File: config.mk
export PLATFORM = sky130hd
export DESIGN_NAME = draw_buttons
export DESIGN_NICKNAME = d
export VERILOG_FILES = /design/src/hdl/btn_pkg.sv /design/src/hdl/btn_if.sv /design/src/hdl/btn_decode.sv /design/src/hdl/btn_glyph.sv /design/src/hdl/btn_paint.sv /design/src/hdl/draw_buttons.sv
export VERILOG_INCLUDE_DIRS = /design/src /design/src/hdl
export SDC_FILE = /design/constraint.sdc
export NUM_CORES = 1
export LEC_CHECK = 0
export BUFFER_PORTS_ARGS = -buffer_cell sky130_fd_sc_hd__buf_2
export CAP_MARGIN = 30
export CORE_MARGIN = 2
export CORE_UTILIZATION = 62
export DETAILED_ROUTE_END_ITERATION = 10
export GPL_ROUTABILITY_DRIVEN = 0
export GPL_TIMING_DRIVEN = 0
export PLACE_DENSITY = 0.83
export SLEW_MARGIN = 10
export SYNTH_ARGS = -nofsm -noshare
export SYNTH_HDL_FRONTEND = slang
export SYNTH_HIERARCHICAL = 1
export SYNTH_SLANG_ARGS = --single-unit
File: constraint.sdc
create_clock -name clk -period 5.89 [get_ports clk]
set_input_delay 1.178 -clock clk [delete_from_list [all_inputs] [get_ports clk]]
set_output_delay 1.178 -clock clk [all_outputs]
set_load 0.01 [all_outputs]
File: src/hdl/btn_strokes.svh
// Letter strokes of the four buttons as inclusive local offsets, included only inside btn_pkg
`ifndef BTN_STROKES_SVH
`define BTN_STROKES_SVH

localparam stroke_t STROKES [STROKE_N] = '{
    '{btn_first,   8'd11,  8'd15,  8'd5,  8'd45},  // D
    '{btn_first,   8'd11,  8'd27,  8'd5,  8'd9},
    '{btn_first,   8'd25,  8'd29,  8'd7,  8'd43},
    '{btn_first,   8'd11,  8'd27,  8'd41, 8'd45},
    '{btn_first,   8'd31,  8'd35,  8'd5,  8'd45},  // E
    '{btn_first,   8'd31,  8'd49,  8'd5,  8'd9},
    '{btn_first,   8'd31,  8'd49,  8'd23, 8'd27},
    '{btn_first,   8'd31,  8'd49,  8'd41, 8'd45},
    '{btn_first,   8'd51,  8'd55,  8'd7,  8'd45},  // A
    '{btn_first,   8'd65,  8'd69,  8'd7,  8'd45},
    '{btn_first,   8'd53,  8'd67,  8'd5,  8'd9},
    '{btn_first,   8'd51,  8'd67,  8'd23, 8'd27},
    '{btn_first,   8'd71,  8'd75,  8'd5,  8'd43},  // L
    '{btn_first,   8'd71,  8'd89,  8'd41, 8'd45},
    '{btn_second,  8'd21,  8'd25,  8'd5,  8'd45},  // H
    '{btn_second,  8'd35,  8'd39,  8'd5,  8'd45},
    '{btn_second,  8'd21,  8'd39,  8'd23, 8'd27},
    '{btn_second,  8'd48,  8'd52,  8'd5,  8'd45},  // I
    '{btn_second,  8'd61,  8'd79,  8'd5,  8'd9},   // T
    '{btn_second,  8'd68,  8'd72,  8'd5,  8'd45},
    '{btn_third,   8'd6,   8'd22,  8'd5,  8'd9},   // S
    '{btn_third,   8'd6,   8'd22,  8'd23, 8'd27},
    '{btn_third,   8'd6,   8'd22,  8'd41, 8'd45},
    '{btn_third,   8'd6,   8'd10,  8'd7,  8'd23},
    '{btn_third,   8'd18,  8'd22,  8'd27, 8'd43},
    '{btn_third,   8'd24,  8'd40,  8'd5,  8'd9},   // T
    '{btn_third,   8'd30,  8'd34,  8'd5,  8'd45},
    '{btn_third,   8'd44,  8'd54,  8'd5,  8'd9},   // A
    '{btn_third,   8'd44,  8'd56,  8'd23, 8'd27},
    '{btn_third,   8'd42,  8'd46,  8'd7,  8'd45},
    '{btn_third,   8'd52,  8'd56,  8'd7,  8'd45},
    '{btn_third,   8'd58,  8'd62,  8'd5,  8'd45},  // N, diagonal as three steps
    '{btn_third,   8'd70,  8'd74,  8'd5,  8'd45},
    '{btn_third,   8'd63,  8'd66,  8'd13, 8'd16},
    '{btn_third,   8'd67,  8'd70,  8'd17, 8'd20},
    '{btn_third,   8'd71,  8'd74,  8'd18, 8'd21},
    '{btn_third,   8'd76,  8'd80,  8'd5,  8'd45},  // D
    '{btn_third,   8'd88,  8'd92,  8'd7,  8'd43},
    '{btn_third,   8'd76,  8'd90,  8'd5,  8'd9},
    '{btn_third,   8'd76,  8'd90,  8'd41, 8'd45},
    '{btn_central, 8'd12,  8'd29,  8'd10, 8'd14},  // S
    '{btn_central, 8'd10,  8'd14,  8'd12, 8'd29},
    '{btn_central, 8'd12,  8'd28,  8'd28, 8'd32},
    '{btn_central, 8'd25,  8'd29,  8'd30, 8'd48},
    '{btn_central, 8'd10,  8'd28,  8'd46, 8'd50},
    '{btn_central, 8'd31,  8'd49,  8'd10, 8'd14},  // T
    '{btn_central, 8'd38,  8'd42,  8'd10, 8'd50},
    '{btn_central, 8'd53,  8'd67,  8'd10, 8'd14},  // A
    '{btn_central, 8'd51,  8'd69,  8'd26, 8'd30},
    '{btn_central, 8'd51,  8'd55,  8'd12, 8'd50},
    '{btn_central, 8'd65,  8'd69,  8'd12, 8'd50},
    '{btn_central, 8'd71,  8'd75,  8'd10, 8'd50},  // R
    '{btn_central, 8'd71,  8'd87,  8'd10, 8'd14},
    '{btn_central, 8'd71,  8'd87,  8'd26, 8'd30},
    '{btn_central, 8'd85,  8'd89,  8'd12, 8'd28},
    '{btn_central, 8'd75,  8'd80,  8'd30, 8'd35},  // Leg of the R
    '{btn_central, 8'd80,  8'd85,  8'd35, 8'd40},
    '{btn_central, 8'd85,  8'd89,  8'd40, 8'd50},
    '{btn_central, 8'd91,  8'd109, 8'd10, 8'd14},  // T
    '{btn_central, 8'd98,  8'd102, 8'd10, 8'd50}
};

`endif

File: src/hdl/btn_pkg.sv
// Shared widths, geometry, colours and types of the button overlay; geometry assumes 11-bit counts
package btn_pkg;

    localparam int HCOUNT_W = 11;
    localparam int VCOUNT_W = 11;
    localparam int RGB_W    = 12;                // 4 bits per channel
    localparam int OFS_W    = 8;                 // Covers the widest button

    // Bottom row of buttons
    localparam logic [HCOUNT_W-1:0] BTN1_X   = 11'd342;
    localparam logic [HCOUNT_W-1:0] BTN2_X   = 11'd462;
    localparam logic [HCOUNT_W-1:0] BTN3_X   = 11'd582;
    localparam logic [VCOUNT_W-1:0] BOTTOM_Y = 11'd668;
    localparam logic [HCOUNT_W-1:0] BOTTOM_W = 11'd100;
    localparam logic [VCOUNT_W-1:0] BOTTOM_H = 11'd50;

    // Central button, centred on the table
    localparam logic [HCOUNT_W-1:0] CENTRAL_X = 11'd422;
    localparam logic [VCOUNT_W-1:0] CENTRAL_Y = 11'd370;
    localparam logic [HCOUNT_W-1:0] CENTRAL_W = 11'd120;
    localparam logic [VCOUNT_W-1:0] CENTRAL_H = 11'd60;

    localparam logic [RGB_W-1:0] COL_RED    = 12'hF00;
    localparam logic [RGB_W-1:0] COL_BLUE   = 12'h00F;
    localparam logic [RGB_W-1:0] COL_GREEN  = 12'h0F0;
    localparam logic [RGB_W-1:0] COL_ORANGE = 12'hF72;
    localparam logic [RGB_W-1:0] COL_GREY   = 12'hAAA;  // Disabled button body
    localparam logic [RGB_W-1:0] COL_INK    = 12'h000;  // Letter strokes

    localparam logic [1:0] NO_PLAYER = 2'd3;

    typedef enum logic [2:0] {
        st_menu   = 3'd0,
        st_deal   = 3'd1,
        st_play   = 3'd2,
        st_dealer = 3'd3,
        st_win    = 3'd4,
        st_lose   = 3'd5,
        st_select = 3'd6                         // Overlay is idle here
    } game_state_e;

    typedef enum logic [2:0] {
        btn_none,
        btn_first,
        btn_second,
        btn_third,
        btn_central
    } btn_id_e;

    // One inclusive rectangle in button-local coordinates
    typedef struct packed {
        btn_id_e          btn;
        logic [OFS_W-1:0] x_lo;
        logic [OFS_W-1:0] x_hi;
        logic [OFS_W-1:0] y_lo;
        logic [OFS_W-1:0] y_hi;
    } stroke_t;

    localparam int STROKE_N = 60;

`include "btn_strokes.svh"

endpackage

File: src/hdl/btn_if.sv
// Internal links between overlay stages; all signals are sampled every clock, no handshake

interface pixel_if import btn_pkg::*; ();

    logic [HCOUNT_W-1:0] hcount;
    logic [VCOUNT_W-1:0] vcount;
    logic                hsync;
    logic                vsync;
    logic                hblnk;
    logic                vblnk;
    logic [RGB_W-1:0]    rgb;

    modport src (output hcount, vcount, hsync, vsync, hblnk, vblnk, rgb);
    modport dst (input  hcount, vcount, hsync, vsync, hblnk, vblnk, rgb);

endinterface

interface btn_hit_if import btn_pkg::*; ();

    btn_id_e          btn;                       // Button under the pixel
    logic [OFS_W-1:0] dx;                        // Offset from the button corner
    logic [OFS_W-1:0] dy;
    logic [RGB_W-1:0] body;                      // Already shaded for the disable rule

    modport src (output btn, dx, dy, body);
    modport dst (input  btn, dx, dy, body);

endinterface

File: src/hdl/btn_decode.sv
// First overlay stage, one cycle; button priority is first, second, third, central
module btn_decode import btn_pkg::*; (
    input  logic                clk,
    input  logic                rst,
    input  logic [HCOUNT_W-1:0] hcount,
    input  logic [VCOUNT_W-1:0] vcount,
    input  logic                hsync,
    input  logic                vsync,
    input  logic                hblnk,
    input  logic                vblnk,
    input  logic [RGB_W-1:0]    rgb,
    input  game_state_e         state,
    input  logic                deal_wait,
    input  logic [1:0]          selected_player,
    input  logic                dealer_finished,
    pixel_if.src                tim,
    btn_hit_if.src              hit
);

    logic                on_bottom;
    logic                on_col1;
    logic                on_col2;
    logic                on_col3;
    logic                on_central;
    logic                central_off;
    btn_id_e             btn_nxt;
    logic [RGB_W-1:0]    body_nxt;
    logic [HCOUNT_W-1:0] x_base;
    logic [VCOUNT_W-1:0] y_base;

    assign on_bottom  = (vcount >= BOTTOM_Y) && (vcount < BOTTOM_Y + BOTTOM_H);
    assign on_col1    = (hcount >= BTN1_X) && (hcount < BTN1_X + BOTTOM_W);
    assign on_col2    = (hcount >= BTN2_X) && (hcount < BTN2_X + BOTTOM_W);
    assign on_col3    = (hcount >= BTN3_X) && (hcount < BTN3_X + BOTTOM_W);
    assign on_central = (hcount >= CENTRAL_X) && (hcount < CENTRAL_X + CENTRAL_W) &&
                        (vcount >= CENTRAL_Y) && (vcount < CENTRAL_Y + CENTRAL_H);

    // Menu ignores the dealer, the result screens wait for it
    assign central_off = (!dealer_finished && state != st_menu) ||
                         (selected_player == NO_PLAYER);

    always_comb begin
        btn_nxt  = btn_none;
        body_nxt = COL_GREY;
        x_base   = hcount;                       // Zero offset off the buttons
        y_base   = vcount;
        if (on_bottom && on_col1 && state == st_deal) begin
            btn_nxt  = btn_first;
            body_nxt = (selected_player == NO_PLAYER) ? COL_GREY : COL_RED;
            x_base   = BTN1_X;
            y_base   = BOTTOM_Y;
        end else if (on_bottom && on_col2 && state == st_play) begin
            btn_nxt  = btn_second;
            body_nxt = deal_wait ? COL_GREY : COL_BLUE;
            x_base   = BTN2_X;
            y_base   = BOTTOM_Y;
        end else if (on_bottom && on_col3 && state == st_play) begin
            btn_nxt  = btn_third;
            body_nxt = deal_wait ? COL_GREY : COL_GREEN;
            x_base   = BTN3_X;
            y_base   = BOTTOM_Y;
        end else if (on_central && state inside {st_menu, st_dealer, st_win, st_lose}) begin
            btn_nxt  = btn_central;
            body_nxt = central_off ? COL_GREY : COL_ORANGE;
            x_base   = CENTRAL_X;
            y_base   = CENTRAL_Y;
        end
    end

    always_ff @(posedge clk) begin
        if (rst) begin
            tim.hcount <= '0;
            tim.vcount <= '0;
            tim.hsync  <= 1'b0;
            tim.vsync  <= 1'b0;
            tim.hblnk  <= 1'b0;
            tim.vblnk  <= 1'b0;
            tim.rgb    <= '0;
            hit.btn    <= btn_none;
            hit.dx     <= '0;
            hit.dy     <= '0;
            hit.body   <= '0;
        end else begin
            tim.hcount <= hcount;
            tim.vcount <= vcount;
            tim.hsync  <= hsync;
            tim.vsync  <= vsync;
            tim.hblnk  <= hblnk;
            tim.vblnk  <= vblnk;
            tim.rgb    <= rgb;
            hit.btn    <= btn_nxt;
            hit.dx     <= OFS_W'(hcount - x_base);  // Local offsets fit in OFS_W
            hit.dy     <= OFS_W'(vcount - y_base);
            hit.body   <= body_nxt;
        end
    end

endmodule

File: src/hdl/btn_glyph.sv
// Combinational stroke lookup; the table is searched in full every pixel, no ordering among strokes
module btn_glyph import btn_pkg::*; (
    btn_hit_if.dst hit,
    output logic   ink
);

    always_comb begin
        ink = 1'b0;
        for (int i = 0; i < STROKE_N; i++) begin
            if (hit.btn != btn_none &&
                    STROKES[i].btn == hit.btn &&
                    hit.dx >= STROKES[i].x_lo && hit.dx <= STROKES[i].x_hi &&
                    hit.dy >= STROKES[i].y_lo && hit.dy <= STROKES[i].y_hi) begin
                ink = 1'b1;                      // Strokes may overlap
            end
        end
    end

endmodule

File: src/hdl/btn_paint.sv
// Result stage, one cycle; all outputs read 0 while reset is held
module btn_paint import btn_pkg::*; (
    input  logic                clk,
    input  logic                rst,
    pixel_if.dst                tim,
    btn_hit_if.dst              hit,
    input  logic                ink,
    output logic [HCOUNT_W-1:0] hcount_out,
    output logic [VCOUNT_W-1:0] vcount_out,
    output logic                hsync_out,
    output logic                vsync_out,
    output logic                hblnk_out,
    output logic                vblnk_out,
    output logic [RGB_W-1:0]    rgb_out
);

    logic [RGB_W-1:0] rgb_nxt;

    always_comb begin
        if (ink) begin
            rgb_nxt = COL_INK;
        end else if (hit.btn != btn_none) begin
            rgb_nxt = hit.body;
        end else begin
            rgb_nxt = tim.rgb;                   // Background passes through
        end
    end

    always_ff @(posedge clk) begin
        if (rst) begin
            hcount_out <= '0;
            vcount_out <= '0;
            hsync_out  <= 1'b0;
            vsync_out  <= 1'b0;
            hblnk_out  <= 1'b0;
            vblnk_out  <= 1'b0;
            rgb_out    <= '0;
        end else begin
            hcount_out <= tim.hcount;
            vcount_out <= tim.vcount;
            hsync_out  <= tim.hsync;
            vsync_out  <= tim.vsync;
            hblnk_out  <= tim.hblnk;
            vblnk_out  <= tim.vblnk;
            rgb_out    <= rgb_nxt;
        end
    end

endmodule

File: src/hdl/draw_buttons.sv
// Button overlay with 2-cycle latency on every output; state codes above 6 show no button
module draw_buttons import btn_pkg::*; (
    input  logic                clk,
    input  logic                rst,
    input  logic [2:0]          state,
    input  logic                deal_wait,
    input  logic [1:0]          selected_player,
    input  logic                dealer_finished,
    input  logic [HCOUNT_W-1:0] hcount,
    input  logic [VCOUNT_W-1:0] vcount,
    input  logic                hsync,
    input  logic                vsync,
    input  logic                hblnk,
    input  logic                vblnk,
    input  logic [RGB_W-1:0]    rgb,
    output logic [HCOUNT_W-1:0] hcount_out,
    output logic [VCOUNT_W-1:0] vcount_out,
    output logic                hsync_out,
    output logic                vsync_out,
    output logic                hblnk_out,
    output logic                vblnk_out,
    output logic [RGB_W-1:0]    rgb_out
);

    pixel_if   tim_d ();
    btn_hit_if hit_d ();
    logic      ink;

    btn_decode u_decode (
        .clk             (clk),
        .rst             (rst),
        .hcount          (hcount),
        .vcount          (vcount),
        .hsync           (hsync),
        .vsync           (vsync),
        .hblnk           (hblnk),
        .vblnk           (vblnk),
        .rgb             (rgb),
        .state           (game_state_e'(state)),
        .deal_wait       (deal_wait),
        .selected_player (selected_player),
        .dealer_finished (dealer_finished),
        .tim             (tim_d.src),
        .hit             (hit_d.src)
    );

    btn_glyph u_glyph (
        .hit (hit_d.dst),
        .ink (ink)                               // Same cycle as hit_d
    );

    btn_paint u_paint (
        .clk        (clk),
        .rst        (rst),
        .tim        (tim_d.dst),
        .hit        (hit_d.dst),
        .ink        (ink),
        .hcount_out (hcount_out),
        .vcount_out (vcount_out),
        .hsync_out  (hsync_out),
        .vsync_out  (vsync_out),
        .hblnk_out  (hblnk_out),
        .vblnk_out  (vblnk_out),
        .rgb_out    (rgb_out)
    );

endmodule

; ---- Word level (Yosys, flattened, before mapping)
; Index checks and enable logic that the tools add are counted.
[word_totals]
input_bits = 47
register_bits = 107
word_cells = 467
out_inout_bits = 38
[classes]
add_sub_neg = 2
eq_ne = 10
n_reduce_logical = 240
mux = 81
order_cmp = 114
[op_table]
columns = cell, count
row1 = logical AND 1 bit, 231
row2 = less-or-equal comparator 8 x 6 -> 1 bit (second input constant), 19
row3 = less-or-equal comparator 8 x 7 -> 1 bit (second input constant), 16
row4 = >= comparator 8 x 6 -> 1 bit (second input constant), 15
row5 = >= comparator 8 x 5 -> 1 bit (second input constant), 13
row6 = less-or-equal comparator 8 x 5 -> 1 bit (second input constant), 13
row7 = >= comparator 8 x 7 -> 1 bit (second input constant), 12
row8 = two-way mux 12 bit, 7
row9 = two-way mux 8 bit, 8
row10 = two-way mux 1 bit, 61
row11 = >= comparator 8 x 4 -> 1 bit (second input constant), 6
row12 = >= comparator 11 x 9 -> 1 bit (second input constant), 4
row13 = less-than comparator 11 x 10 -> 1 bit (second input constant), 4
row14 = less-or-equal comparator 8 x 4 -> 1 bit (second input constant), 5
row15 = >= comparator 8 x 3 -> 1 bit (second input constant), 3
row16 = >= comparator 11 x 10 -> 1 bit (second input constant), 2
row17 = less-than comparator 11 x 9 -> 1 bit (second input constant), 2
row18 = two-way mux 11 bit, 2
row19 = subtractor 8 bit, 2
row20 = == test 2 x 3 -> 1 bit (first input constant), 2
row21 = == test 3 x 2 -> 1 bit (second input constant), 2
row22 = == test 3 bit (second input constant), 2
row23 = nonzero test 3 bit, 2
row24 = two-way mux 2 bit, 2
row25 = other kinds (11), 12

; ---- Longest topological paths before layout
[depth]
ltp_word = 67
mapped_depth = 17
mapped_depth_nobuf = 16

; ---- By module
; The synthesis kept the hierarchy.
[by_module_without_submodules]
columns = module, cells_each, n_inst, seq_area_each_um2, area_each_um2
row1 = btn_decode, 307, 1, 1301.2, 2887.8
row2 = btn_glyph, 272, 1, 0.0, 1635.3
row3 = btn_paint, 110, 1, 760.7, 1251.2

; ---- Worst setup path before layout
; OpenSTA, ideal clock, no wires.
[synth_path]
path_kind = input port to flip-flop
startpoint = in hcount[2]
endpoint = reg u_decode.hit.dx[6]
arrival_ns = 3.979
path_buffers = 1
cell_stages = 17
slack_ns = 1.783
required_ns = 5.762
setup_time_ns = 0.128
path_cell_list = buf_2 > a2111o_1 > a32oi_1 > or2_2 > a21oi_2 > o21ai_2 > nand2_1 > nor2_1 > ha_1 > inv_1 > fa_1 > a21o_1 > a21o_1 > a21o_1 > a21oi_1 > xor2_1 > nor2_1
[synth_via]
elab_chain_cells = 10
word_cells_on_any_way = 26
classes_between = 1 x add/sub / 8 x order compare / 4 x mux / 13 x reduce/logical
[synth_lines]
columns = item, line
row1 = start: declaration, draw_buttons.sv:9  ; input logic [HCOUNT_W-1:0] hcount,
row2 = >= comparator 11 x 9 -> 1 bit / less-than comparator 11 x 10 -> 1 bit (equally long branches), btn_decode.sv:35  ; assign on_central = (hcount >= CENTRAL_X) && (hcount < CENTRAL_X + CENTRAL_W) &&
row3 = logical AND 1 bit (2 in series), btn_decode.sv:35
row4 = logical AND 1 bit, btn_decode.sv:36  ; (vcount >= CENTRAL_Y) && (vcount < CENTRAL_Y + CENTRAL_H);
row5 = logical AND 1 bit, btn_decode.sv:62  ; end else if (on_central && state inside {st_menu, st_dealer, st_win, st_lose}) begin
row6 = two-way mux 8 bit, btn_decode.sv:62
row7 = two-way mux 8 bit, btn_decode.sv:57  ; end else if (on_bottom && on_col3 && state == st_play) begin
row8 = two-way mux 8 bit, btn_decode.sv:52  ; end else if (on_bottom && on_col2 && state == st_play) begin
row9 = two-way mux 8 bit, btn_decode.sv:47  ; if (on_bottom && on_col1 && state == st_deal) begin
row10 = subtractor 8 bit *, btn_decode.sv:92  ; hit.dx <= OFS_W'(hcount - x_base);
row11 = end signal: assignment, btn_decode.sv:92
row12 = end: declaration, btn_if.sv:25  ; modport src (output btn, dx, dy, body);
; Mark *: on every way between the ends. The rest lies on a longest branch, timed or not.
; A chain may end at the register's enable or synchronous reset.

; ---- Worst setup path after layout
[layout_path]
startpoint = in hcount[4]
endpoint = reg u_decode.hit.dx[6]
; Same word-level chain as after synthesis.

==> out/results.md <==
### Run status
- result of the run: completed

### Setup path
- start point of the critical path: hcount[4]
- sum of buffers and inverters on the critical path: 3
- critical path data required time: 6120 ps
- cell occurring most often along the worst timing path: a21o_1
- startpoint types: primary input
- class of the most critical setup path: primary input to register
- critical path's slowest cell: fa_1
- CP peak stage delay: 410 ps
- type of destination of the critical path: register
- data arrival time of the critical path: 4540 ps
- worst r2r src: u_decode/hit.dx[0]
- crit-path leading delay family: compound AO/OA/AOI/OAI gates
- Critical Path Fanout Max: 10
- worst path cell trace: buf_2 > clkbuf_1 > a2111o_1 > a32oi_1 > or2_2 > a21oi_2 > o21ai_2 > nand2_1 > nor2_1 > ha_1 > inv_1 > fa_1 > a21o_1 > a21o_1 > a21o_1 > a21oi_1 > xor2_1 > nor2_1

### CTS
- number of buffers created by CTS: 9
- number of hold-repair buffers added at the cts stage: 0
- H-tree levels: 3
- clock network latency to the later pin of the worst-skew pair: 360 ps
- count of clock tree sinks: 103
- worst-case clock buffer depth: 2
- number of resized instances in the post-cts repair step: 0
- Root Buffer: clkbuf_8
- number of buffers inserted by post-CTS setup repair: 0
- TritonCTS clock tree: yes
- Worst-path clk slew: 100 ps

### Placed design
- total half-perimeter wirelength after legalization and detailed placement: 11.57 mm
- number of placed instances, taps included: 884
- post-placement cell area: 6334 um2
- # port buffers: 84

### Detailed routing
- Residual DRC: 0
- number of design-rule violations left by the first detailed-router iteration: 748
- overall via count from detail_route: 5,771
- vias per cell: 6.412
- Pre-Repair DR Iteration Count: 9
- WL/cell: 17.24 um
- routed wire length: 15.52 mm
- post-route antenna net violation count: 0

### STA
- clock period minus final worst setup slack: 4316 ps
- transition time at the pin with the least slew margin: 786.6 ps
- summed negative setup slack over all endpoints: 0 ps
- setup repair after global routing missed its margin: no
- total setup violations reported at the end of the flow: 0
- final slew viol count: 0
- fmax: 231.7 MHz
- worst clock skew: 14.53 ps
- Final period util: 0.7328
- Slew headroom: 0.4620
- final hold viol count: 0

### Logic synthesis
- largest cells by area after synthesis: dfxtp_1 (36%), nor2b_1 (7.7%), nor2_1 (4.0%)
- area share of the leading cell type in the synthesized netlist: 0.3571
- ranking of synthesized cells by instance count: dfxtp_1 (103), nor2b_1 (71), nor2_1 (61)
- cell with the most instances after synthesis: dfxtp_1
- summed instance area of the synthesized netlist: 5774 um2
- Mapped Cells: 689
- proportion of register bits with asynchronous set or reset after synthesis: 0
- per-instance average area after synthesis: 8.381 um2
- number of synthesized flops with an enable pin: 0
- share of synthesized area occupied by flip-flops and latches: 0.3571
- register bit total from synthesis: 103
- syn_nets: 752
- YS warnings: 6
- top flip-flop cell by instance count after synthesis: dfxtp_1
- leading area contributor after synthesis: dfxtp_1
- Unique masters post-synth: 83

### Cells and area
- diodes inserted: 0
- Net count, final: 847
- area of all placed cells without fillers: 6535 um2
- number of cells in the finished layout apart from fillers: 900
- core utilization of the finished layout: 0.7140
- fraction of layout instances using a drive strength above 1: 0.1965
- area grow syn2layout: 13.17%

### Job
- max-cap check violation count: 0

### Global route
- All-Layer GR Usage: 0.3086
- pin count of the biggest net entering global routing: 19
- number of global-route vias before repair: 5,347
- antenna violations before repair: 0
- first-pass GRT wire length: 25.10 mm
- total gr overflow: 0

### Floorplanning
- placement row count: 35
- starting density of the core: 0.6309
- Die Span Y: 100.5 um
- Boundary Pins: 85
- width of the die: 100.5 um
- placeable core area: 9153 um2
- die area: 10,100 um2

### Worst hold path
- startpoint of the most critical hold path: u_decode/tim.hcount[0]
- path type of the worst min-delay path: register to register

### Power and ir drop
- peak supply drop: 0.0001692 V
- total leakage power: 2.676 nW
- power density normalized to cell area: 246.8 nW/um2

## worst reg2reg max path, stage by stage (launching register included)
cell	delay, ps
dfxtp_1	340
clkbuf_1	240
nor2_1	230
o22ai_1	180
a32o_1	310
a22o_1	230
nor4b_1	520
o2111ai_1	190
or4_1	620
or2_2	350
clkbuf_1	230
a21oi_1	200
## final timing paths
path | cells past startpoint | slack (ps) | endpoint
worst max-delay path | 18 | 1570 | u_decode/hit.dx[6]
worst min-delay path | 1 | 440 | u_paint/hcount_out[0]
worst max register to register | 11 | 2190 | u_paint/rgb_out[5]
worst min register to register | 1 | 440 | u_paint/hcount_out[0]
## through the flow
stage / hold slack (ps) / setup slack [ps] / power (mW)
2_1_floorplan: 413.8 / 1783 / 1.039
3_3_place_gp: 417.9 / 1308 / 1.143
3_5_place_dp: 428.4 / 1263 / 1.154
4_1_cts: 447.2 / 1625 / 1.602
5_1_grt: 454.9 / 1345 / 1.680
6_report: 442.5 / 1574 / 1.613
## area by class of cell
class / count / area (um2)
fill: 733 / 2618
timing repair buffer: 84 / 420.4
sequential: 103 / 2062
inverter: 16 / 60.06
clock buffer: 9 / 123.9
clock inverter: 7 / 77.57
multi-input combinational: 520 / 3406
tap: 111 / 138.9
buffer: 50 / 246.5
## cell families after synthesis
group,synth area share
XOR/XNOR,0.01972
flip-flops,0.3571
AO/OA/AOI/OAI,0.2191
multiplexers,0.003684
adder cells (fa/ha/maj),0.03727
AND/OR/NAND/NOR,0.3101
buffers and inverters,0.05309
## registers in the layout, indices dropped and copies added (netlist names), 8 cells and up
name                 cells
u_decode/hit.body        8
u_decode/hit.dx          8
u_decode/hit.dy          8
u_decode/tim.hcount     11
u_decode/tim.rgb        12
u_decode/tim.vcount     11
u_paint/hcount_out      11
u_paint/rgb_out         12
u_paint/vcount_out      11
## power by group
part	switching (mW)	leakage, nW	internal [mW]
clock network	0.251	0.106	0.203
logic	0.256	1.72	0.148
registers	0.0179	0.853	0.736
## cells in the final DEF (no fill, tap or decap), drive strengths merged, types with 6 or more instances in the layout
cell and n:
nand4 8, and2 6, nor4 8, nor3 25
or4b 14, dfxtp 103, o21ai 40, ha 14
nor2b 71, nand2 35, a21o 9, a21oi 47
or2 8, or4 7, and3 6, nand3 13
xnor2 9, a211oi 9, clkbuf 32, a311oi 7
o31ai 15, or3 9, inv 20, nand2b 13
buf 111, nor2 61
## layer usage
metal,vias up,routed length (um),global-route usage
met5,-,0,0
met3,98,1531,0.06727
met4,0,762,0.1401
li1,2696,-,-
met1,2578,6240,0.3943
met2,399,6981,0.5003
Power figures use the tool's default switching activity.
